File: src/hdl/cpu_pkg.sv
// cpu_pkg: shared widths, opcodes and control encodings for the rv32i core
package cpu_pkg;

    localparam int XLEN       = 32;
    localparam int DMEM_WORDS = 256;  // data memory depth in words
    localparam int DMEM_AW    = 8;    // word index bits

    typedef logic [XLEN-1:0] word_t;  // one data or address word
    typedef logic [4:0]      reg_addr_t;

    localparam word_t RESET_VECTOR = 32'h0000_0000;

    // major opcodes, bits [6:0] of the instruction
    localparam logic [6:0] OP_LUI    = 7'b0110111;
    localparam logic [6:0] OP_AUIPC  = 7'b0010111;
    localparam logic [6:0] OP_JAL    = 7'b1101111;
    localparam logic [6:0] OP_JALR   = 7'b1100111;
    localparam logic [6:0] OP_BRANCH = 7'b1100011;
    localparam logic [6:0] OP_LOAD   = 7'b0000011;
    localparam logic [6:0] OP_STORE  = 7'b0100011;
    localparam logic [6:0] OP_IMM    = 7'b0010011;
    localparam logic [6:0] OP_REG    = 7'b0110011;

    // immediate format
    typedef enum logic [2:0] {
        IMM_I,
        IMM_S,
        IMM_B,
        IMM_U,
        IMM_J
    } imm_sel_e;

    typedef enum logic [3:0] {
        ALU_ADD,
        ALU_SUB,
        ALU_SLL,
        ALU_SRL,
        ALU_SRA,
        ALU_SLT,
        ALU_SLTU,
        ALU_XOR,
        ALU_OR,
        ALU_AND,
        ALU_PASS_B  // lui, immediate straight through
    } alu_op_e;

    typedef enum logic {A_RS1, A_PC} alu_a_sel_e;

    typedef enum logic [1:0] {B_RS2, B_IMM, B_FOUR} alu_b_sel_e;

    // access width, extension chosen by a separate unsigned flag
    typedef enum logic [1:0] {SIZE_B, SIZE_H, SIZE_W} mem_size_e;

    typedef enum logic {WB_ALU, WB_MEM} wb_sel_e;

endpackage

File: src/hdl/alu.sv
// alu: add/sub, shifts, compares and logic ops with less and zero flags
`timescale 1ns/1ps

module alu (
    input  cpu_pkg::alu_op_e op,
    input  cpu_pkg::word_t   a,
    input  cpu_pkg::word_t   b,
    output cpu_pkg::word_t   result,
    output logic             less,
    output logic             zero
);

    logic           sub_en;
    cpu_pkg::word_t b_in;
    cpu_pkg::word_t sum;
    logic           carry;
    logic           lt;    // signed a < b
    logic           ltu;   // unsigned a < b
    logic [4:0]     shamt;

    // compares share the subtractor
    assign sub_en = (op == cpu_pkg::ALU_SUB) || (op == cpu_pkg::ALU_SLT) ||
                    (op == cpu_pkg::ALU_SLTU);
    assign b_in   = sub_en ? ~b : b;
    assign {carry, sum} = {1'b0, a} + {1'b0, b_in} + {32'd0, sub_en};

    assign ltu   = ~carry;  // no carry out on a - b means borrow
    assign lt    = (a[31] != b[31]) ? a[31] : sum[31];
    assign shamt = b[4:0];

    always_comb begin
        case (op)
            cpu_pkg::ALU_ADD,
            cpu_pkg::ALU_SUB:    result = sum;
            cpu_pkg::ALU_SLL:    result = a << shamt;
            cpu_pkg::ALU_SRL:    result = a >> shamt;
            cpu_pkg::ALU_SRA:    result = $signed(a) >>> shamt;
            cpu_pkg::ALU_SLT:    result = {31'd0, lt};
            cpu_pkg::ALU_SLTU:   result = {31'd0, ltu};
            cpu_pkg::ALU_XOR:    result = a ^ b;
            cpu_pkg::ALU_OR:     result = a | b;
            cpu_pkg::ALU_AND:    result = a & b;
            cpu_pkg::ALU_PASS_B: result = b;
            default:             result = '0;
        endcase
    end

    assign less = (op == cpu_pkg::ALU_SLTU) ? ltu : lt;
    assign zero = (result == '0);

endmodule

File: config.mk
export PLATFORM = sky130hd
export DESIGN_NAME = alu
export DESIGN_NICKNAME = d
export VERILOG_FILES = /design/src/hdl/cpu_pkg.sv /design/src/hdl/alu.sv
export SDC_FILE = /design/constraint.sdc
export NUM_CORES = 1
export LEC_CHECK = 0
export BUFFER_PORTS_ARGS = -buffer_cell sky130_fd_sc_hd__buf_2
export CORE_AREA = 5 5 137 139
export DETAILED_ROUTE_END_ITERATION = 10
export DIE_AREA = 0 0 142 144
export PLACE_DENSITY = 0.74
export RECOVER_POWER = 25
export SLEW_MARGIN = 30
export SYNTH_ARGS = -nofsm -noshare
export SYNTH_HDL_FRONTEND = slang
export SYNTH_SLANG_ARGS = --single-unit
File: constraint.sdc
create_clock -name vclk -period 5.5
set_input_delay 0.55 -clock vclk [all_inputs]
set_output_delay 0.55 -clock vclk [all_outputs]
set_load 0.05 [all_outputs]
==> impl_metrics.toml, run 1 <==
[run_status]
run_status = "complete, but fails checks"
violations = "negative setup slack"

[timing]
timing.slew.headroom = 0.309
worst-slew-pin-transition_ns = 1.03
final-max-slew-violation-count = 0
achievable-frequency_mhz = 176
grt_setup_unrepaired = "yes"
worst_hold_slack_ns = 1.83
finalCritPeriodShare = 1.03
timing.final.crit_period_ns = 5.67
timing.final.hold_violations = 0
setup_slack_ns = -0.173
timing.final.setup_violations = 1

[die]
die_w_um = 142
io_pins = 102
floorplan.core_area_um2 = 17500
dieArea_um2 = 20400
initial_utilization = 0.483
die_height_um = 144
row_count = 49

[routing]
firstDrtPassIters = 7
post-route-drc-count = 0
drt_wl_total_mm = 45.5
drt-met1-wl_mm = 17.7
dr.first_iter.drc_count = 1451
wl_met3_mm = 5.18
vias_per_cell = 6.92
detail-route-antenna-nets = 0
routed_wire_length_per_instance_um = 26.9
detailroute.via_count = 11700
dr_wl_met2_mm = 19.6
top_layer = "met5"

[placement]
half_perimeter_wire_length_after_placement_mm = 36.9
gp_congestion = 1.15
port-buffer-count = 102
numPlacedInstances = 1693

[cells_and_area]
numSequentialCells = 0
multi_input_comb_area_um2 = 7860
diodes = 0
layout.cells.non_filler = 1695
final-seq-area_um2 = 0
layout.cells.most_common = "buf_4"
nClkBuffers = 0
num-nets-final = 1633
layout_common_cells = "buf_4 (259), nand2_1 (106), ha_1 (93), buf_2 (93), nor2_1 (87)"
area_growth_syn_to_layout_pct = 31.6
fillerInstances = 1661
drive_above_1_share = 0.310

[worst_hold_path]
timing.hold.worst.class = "input port to output pin"
instance_count_along_the_most_critical_hold_path = 6

[global_route]
vias_in_the_first_global_route = 11100
grt_pass1_wl_mm = 67.5
grt_start_max_net_pins = 51
antenna_found_initial = 1
grt_overflow_total = 0
track_usage = 0.429

[critical_path]
sort_of_element_at_the_end_of_the_critical_path = "output pin"
critical_path.n_buffers_inverters = 6
critical_path_cell_count = 20
crit_path_frequent_cell = "buf_4"
timing.setup.critical_path_class = "input port to output pin"
crit_arrival_ns = 5.12
slowest_delay_ns = 0.52
worst_ep_required_time_ns = 4.95
critical_path.cell_chain = "buf_2 > nand3b_1 > a21oi_4 > buf_6 > buf_4 > xnor2_1 > ha_1 > buf_4 > o2111ai_1 > o211a_1 > o31ai_1 > o311a_1 > nand4_1 > or4_1 > nor4_1 > buf_4 > nand4bb_1 > or4_4 > nor3_4 > buf_6"
critPathLaunchType = "input port"
worst_path_dominant_cell_family = "simple AND/OR/NAND/NOR gates"
worst-path-max-fanout = 5
timing.critical_path.slowest_stage_cell = "or4_1"

[yosys]
total_number_of_yosys_warnings = 0
synthesis.area_per_instance_um2 = 7.11
syn_inst = 1192
yosysUniqueCellTypes = 87
area_of_the_mapped_netlist_um2 = 8470
synthesis.nets = 1357
seq_area_frac_synth = 0

[flow_run]
max_cap_viol_count = 0

[power_and_ir_drop]
power.static_leakage_nw = 5.13
pwr_dens_nw_per_um2 = 136
vdd_drop_max_mv = 0.106
## cell type report
class | instances | share of cell area
multi-input cells | 1006 | 0.704
inverters | 88 | 0.0297
well taps | 229 | 0.0257
repair buffers | 372 | 0.240
## cells in the mapped netlist (all sizes together) (7+ instances only)
cell type | number | area (um^2)
nand4 | 13 | 81.3
xor2 | 9 | 78.8
a21oi | 79 | 395
a31oi | 12 | 75.1
a21o | 10 | 75.1
a211o | 12 | 105
nand3 | 22 | 115
and2 | 9 | 56.3
nand2 | 106 | 398
o221ai | 18 | 158
clkbuf | 64 | 240
a22oi | 17 | 128
buf | 34 | 183
or4 | 8 | 60.1
a211oi | 11 | 82.6
o22ai | 35 | 219
mux4 | 31 | 698
a22o | 7 | 61.3
o21a | 12 | 90.1
mux2 | 29 | 330
a221oi | 15 | 138
inv | 86 | 323
nor2b | 8 | 50.1
nor3 | 24 | 125
xnor2 | 36 | 315
ha | 96 | 1200
o21ai | 75 | 375
o21bai | 7 | 52.6
a221o | 11 | 110
o211ai | 19 | 143
nor2 | 87 | 327
a32oi | 7 | 61.3
or3 | 9 | 56.3
mux2i | 62 | 624
nand2b | 17 | 106
## metrics by stage
stage           util  cell area [um^2]  power [mW]  setup WS (ns)  TNS [ns]
5_1_grt        0.636             11200        1.59         -0.297    -0.467
2_1_floorplan      -              8560       0.826         -0.575    -0.575
6_report       0.636             11200        1.51         -0.173    -0.173
3_3_place_gp   0.628             11000        1.42         -0.294    -0.294
4_1_cts        0.633             11100        1.45         -0.193    -0.193
3_5_place_dp   0.628             11000        1.43         -0.354    -0.354
## report_power, final
group	switching [mW]	internal [mW]
Combinational	0.895	0.616
Clock	0	0
Sequential	0	0
Total	0.895	0.616
## layer usage
layer,GRT usage,up-vias
met2,0.684,874
met4,0.207,2
met5,0,-
met3,0.0800,213
li1,-,5087
met1,0.561,5551
## worst min-delay path, cell delays in order
cell      delay (ns)
buf_2           0.10
a22oi_1         0.08
nand4_1         0.09
a211oi_1        0.06
nand3_1         0.12
buf_2           0.28
## kinds of logic after synthesis
family          Yosys count  synth area share
fa+ha+maj                97             0.144
compound gates          409             0.335
simple gates            333             0.190
mux                     122             0.195
buf+inv                 186            0.0889
xor+xnor                 45            0.0465
## what timing repair did
| item | in CTS | in global routing |
|---|---|---|
| pin swaps | 7 | 7 |
| hold endpoints to repair | 0 | 0 |
| resized for setup | 15 | 13 |
| cloned | 1 | 0 |
| hold buffers | 0 | 0 |
| endpoints found under the setup margin | 1 | 3 |
| buffers inserted | 1 | 0 |
## worst paths after layout
path / startpoint / end / slack (ns)
worst max-delay path: op[0] / zero / -0.17
worst min-delay path: b[30] / result[30] / 1.83
Note: power is estimated with default switching activity, not from simulation.
==> inputs of run 2 (changes only) <==
==> constraint.sdc (replaced) <==
create_clock -name vclk -period 5
set_input_delay 0.5 -clock vclk [all_inputs]
set_output_delay 0.5 -clock vclk [all_outputs]
set_load 0.05 [all_outputs]
==> impl_metrics.toml, run 2 (same netlist as run 1, synthesis figures left out) <==
[run_status]
run_status = "complete, but fails checks"
violations = "negative setup slack"

[power_and_ir_drop]
power.static_leakage_nw = 5.90
pwr_dens_nw_per_um2 = 145
vdd_drop_max_mv = 0.138

[critical_path]
worst-path-max-fanout = 4
worst_path_dominant_cell_family = "simple AND/OR/NAND/NOR gates"
sort_of_element_at_the_end_of_the_critical_path = "output pin"
critPathLaunchType = "input port"
crit_path_frequent_cell = "or4_4"
critical_path.n_buffers_inverters = 3
timing.critical_path.slowest_stage_cell = "or4_4"
slowest_delay_ns = 0.46
timing.setup.critical_path_class = "input port to output pin"
worst_ep_required_time_ns = 4.50
critical_path.cell_chain = "buf_2 > nand3b_1 > a21oi_4 > xnor2_1 > inv_1 > fa_1 > nand2b_1 > a21o_1 > a211o_1 > a211oi_4 > o21ai_0 > a31o_2 > or3_1 > or4_4 > or4_1 > or4_4 > nor3_4 > buf_6"
crit_arrival_ns = 5.15

[timing]
timing.final.setup_violations = 1
final.setup.tns_ns = -0.649
timing.slew.headroom = 0.127
timing.final.hold_violations = 0
finalCritPeriodShare = 1.13
worst-slew-pin-transition_ns = 1.29
worst_hold_slack_ns = 1.74
timing.final.crit_period_ns = 5.65
grt_setup_unrepaired = "yes"
achievable-frequency_mhz = 177
final-max-slew-violation-count = 0
setup_slack_ns = -0.649

[die]
die_w_um = 142
row_count = 49
dieArea_um2 = 20400
die_height_um = 144
io_pins = 102
initial_utilization = 0.483
floorplan.core_area_um2 = 17500

[cells_and_area]
diodes = 0
nClkBuffers = 0
numSequentialCells = 0
num-nets-final = 1790
finalInstanceArea_um2 = 12300
layout.cells.most_common = "buf_4"
layout_common_cells = "buf_4 (418), nand2_1 (106), ha_1 (96)"
layout.cells.non_filler = 1852
drive_above_1_share = 0.378
final-seq-area_um2 = 0
area_growth_syn_to_layout_pct = 45.4

[global_route]
grt_start_max_net_pins = 59
grt_pass1_wl_mm = 68.7
vias_in_the_first_global_route = 11700
track_usage = 0.436
grt_overflow_total = 0
antenna_found_initial = 1

[worst_hold_path]
hold_path_end = "less"
timing.hold.worst.class = "input port to output pin"
min_from = "a[31]"
instance_count_along_the_most_critical_hold_path = 5

[placement]
gp_congestion = 1.16
half_perimeter_wire_length_after_placement_mm = 38.6
dpl-instance-area_um2 = 12200
numPlacedInstances = 1846
port-buffer-count = 102

[routing]
firstDrtPassIters = 7
detail-route-antenna-nets = 0
drt_wl_total_mm = 46.6
routed_wire_length_per_instance_um = 25.1
dr.first_iter.drc_count = 1665
post-route-drc-count = 0
vias_per_cell = 6.61
detailroute.via_count = 12200

[flow_run]
max_cap_viol_count = 0

[clock_network]
cts-hold-fix-buffers = 0
-- run 2: metal layers --
metal,wire [um],vias to the layer above,global-route usage
met5,11,-,0
met4,3350,2,0.243
met3,5120,223,0.0747
met2,20400,898,0.702
met1,17600,5710,0.553
li1,-,5407,-
-- run 2: power by group --
group	total [mW]	switching, mW	leakage, nW	internal [mW]
combinational	1.79	1.01	5.90	0.778
clock	0	0	0	0
sequential	0	0	0	0
-- run 2: cell type report --
| class | count | area, um^2 |
|---|---|---|
| fill | 1527 | 5220 |
| inverter | 88 | 332 |
| multi-input combinational | 1006 | 7840 |
| tap | 229 | 287 |
| timing repair buffer | 529 | 3860 |
-- run 2: stage by stage --
| step | power [mW] | worst slack, ns | util |
|---|---|---|---|
| after floorplan | 0.909 | -0.975 | - |
| after global placement | 1.68 | -0.703 | 0.693 |
| after detailed placement | 1.70 | -0.838 | 0.694 |
| after CTS | 1.72 | -0.634 | 0.698 |
| after global routing | 1.88 | -0.774 | 0.703 |
| final | 1.79 | -0.649 | 0.703 |
-- run 2: repair_timing --
| action | in CTS | in global routing |
|---|---|---|
| setup buffers | 5 | 1 |
| cloned | 0 | 0 |
| pin swaps | 3 | 2 |
| gates resized for setup | 9 | 24 |
| setup endpoints to repair | 4 | 5 |
-- run 2: worst max path at each step --
stage	start	end	depth (start not counted)
finish	op[0]	zero	18
global placement	op[0]	zero	19
floorplan	op[0]	zero	18
CTS	op[0]	zero	19
global route	op[0]	zero	19
detailed placement	op[0]	zero	19
==> inputs of run 3 (changes only) <==
--- a/config.mk
+++ b/config.mk
@@ -9,8 +9,7 @@
 export CORE_AREA = 5 5 137 139
 export DETAILED_ROUTE_END_ITERATION = 10
 export DIE_AREA = 0 0 142 144
-export PLACE_DENSITY = 0.74
-export RECOVER_POWER = 25
+export PLACE_DENSITY = 0.71
 export SLEW_MARGIN = 30
 export SYNTH_ARGS = -nofsm -noshare
 export SYNTH_HDL_FRONTEND = slang
==> constraint.sdc (replaced) <==
create_clock -name vclk -period 7.2
set_input_delay 0.72 -clock vclk [all_inputs]
set_output_delay 0.72 -clock vclk [all_outputs]
set_load 0.05 [all_outputs]
==> impl_metrics.toml, run 3 (same netlist as run 1, synthesis figures left out) <==
[run_status]
run_status = "finished, final reports clean"

[critical_path]
worst_ep_required_time_ns = 6.48
crit_arrival_ns = 6.04
timing.setup.critical_path_class = "input port to output pin"
critPathLaunchType = "input port"
worst-path-max-fanout = 17
sort_of_element_at_the_end_of_the_critical_path = "output pin"

[die]
io_pins = 102
floorplan.core_area_um2 = 17500
dieArea_um2 = 20400
die_w_um = 142
row_count = 49
die_height_um = 144
initial_utilization = 0.483

[cells_and_area]
diodes = 0
fraction_of_the_core_area_covered_by_cells_at_the_end_of_the_flow = 0.523
drive_above_1_share = 0.170
layout_common_cells = "nand2_1 (106), buf_2 (101), ha_1 (96)"
area_growth_syn_to_layout_pct = 8.21
numSequentialCells = 0
final-seq-area_um2 = 0
layout.cells.most_common = "nand2_1"
nClkBuffers = 0
num-nets-final = 1398
finalInstanceArea_um2 = 9170

[global_route]
grt_pass1_wl_mm = 61.5
grt_overflow_total = 0
grt_start_max_net_pins = 92
vias_in_the_first_global_route = 9585
track_usage = 0.389
antenna_found_initial = 0
groute.layer.met1.usage = 0.555
use_met2 = 0.592
grt-busiest-layer = "met2"
groute.layer.met3.usage = 0.0671

[placement]
port-buffer-count = 102
dpl-instance-area_um2 = 9170
half_perimeter_wire_length_after_placement_mm = 32.5
gp_congestion = 1.05

[routing]
drt_wl_total_mm = 41.5
routed_wire_length_per_instance_um = 28.4
post-route-drc-count = 0
detail-route-antenna-nets = 0
detailroute.via_count = 10500
dr.first_iter.drc_count = 1659
firstDrtPassIters = 6
vias_per_cell = 7.19

[timing]
timing.final.hold_violations = 0
final.setup.tns_ns = 0
timing.final.setup_violations = 0
finalCritPeriodShare = 0.939
worst-slew-pin-transition_ns = 0.841
timing.slew.headroom = 0.439
final-max-slew-violation-count = 0
grt_setup_unrepaired = "no"
achievable-frequency_mhz = 148
timing.final.crit_period_ns = 6.76

[power_and_ir_drop]
power.static_leakage_nw = 3.96
pwr_dens_nw_per_um2 = 102
vdd_drop_max_mv = 0.0763

[clock_network]
cts-hold-fix-buffers = 0
post_cts.resized_instances = 0
post-cts-setup-buffers = 0

[flow_run]
max_cap_viol_count = 0

[worst_hold_path]
timing.hold.worst.class = "input port to output pin"
## run 3: cell types whose count changed in the layout (fill, tap and decap cells not counted), sizes merged
cell    change
buf       -388
clkbuf      -4
## run 3: per-stage QoR
stage / hold WS (ns) / instances / power, mW / setup slack [ns]
CTS: 2.15 / 1460 / 0.906 / 0.488
global route: 2.20 / 1460 / 0.987 / 0.164
global placement: 2.14 / 1460 / 0.900 / 0.595
floorplan: 1.98 / 1192 / 0.623 / 0.292
finish: 2.16 / 1460 / 0.937 / 0.438
detailed placement: 2.14 / 1460 / 0.901 / 0.509
## run 3: worst paths after layout
kind	to	from	depth (start not counted)
max	zero	op[2]	18
min	less	a[31]	4
## run 3: worst max-delay path, stage by stage
cell	delay, ns
buf_2	0.26
nand3b_1	0.19
a21oi_4	0.21
buf_4	0.31
buf_4	0.35
xnor2_1	0.16
ha_1	0.33
and3_1	0.25
and2_1	0.19
a221o_1	0.40
or3_1	0.32
a31o_1	0.23
or3_1	0.37
or4_1	0.45
or4_1	0.41
or4_1	0.47
nor3_2	0.12
buf_2	0.28
## run 3: metal layers
metal | wire length, um | share of wire
met3 | 5060 | 0.12
met4 | 1700 | 0.041
met5 | 0 | 0
met1 | 16900 | 0.41
met2 | 17800 | 0.43
## run 3: cell type report
type,instances,area [um^2]
Timing Repair Buffer,137,788
Multi-Input combinational cell,1006,7760
Tap cell,229,287
Fill cell,1785,8360
Inverter,88,330
## run 3: where the power goes
group	internal (mW)	switching, mW	total, mW
Combinational	0.310	0.628	0.937
Sequential	0	0	0
Clock	0	0	0
Total	0.310	0.628	0.937
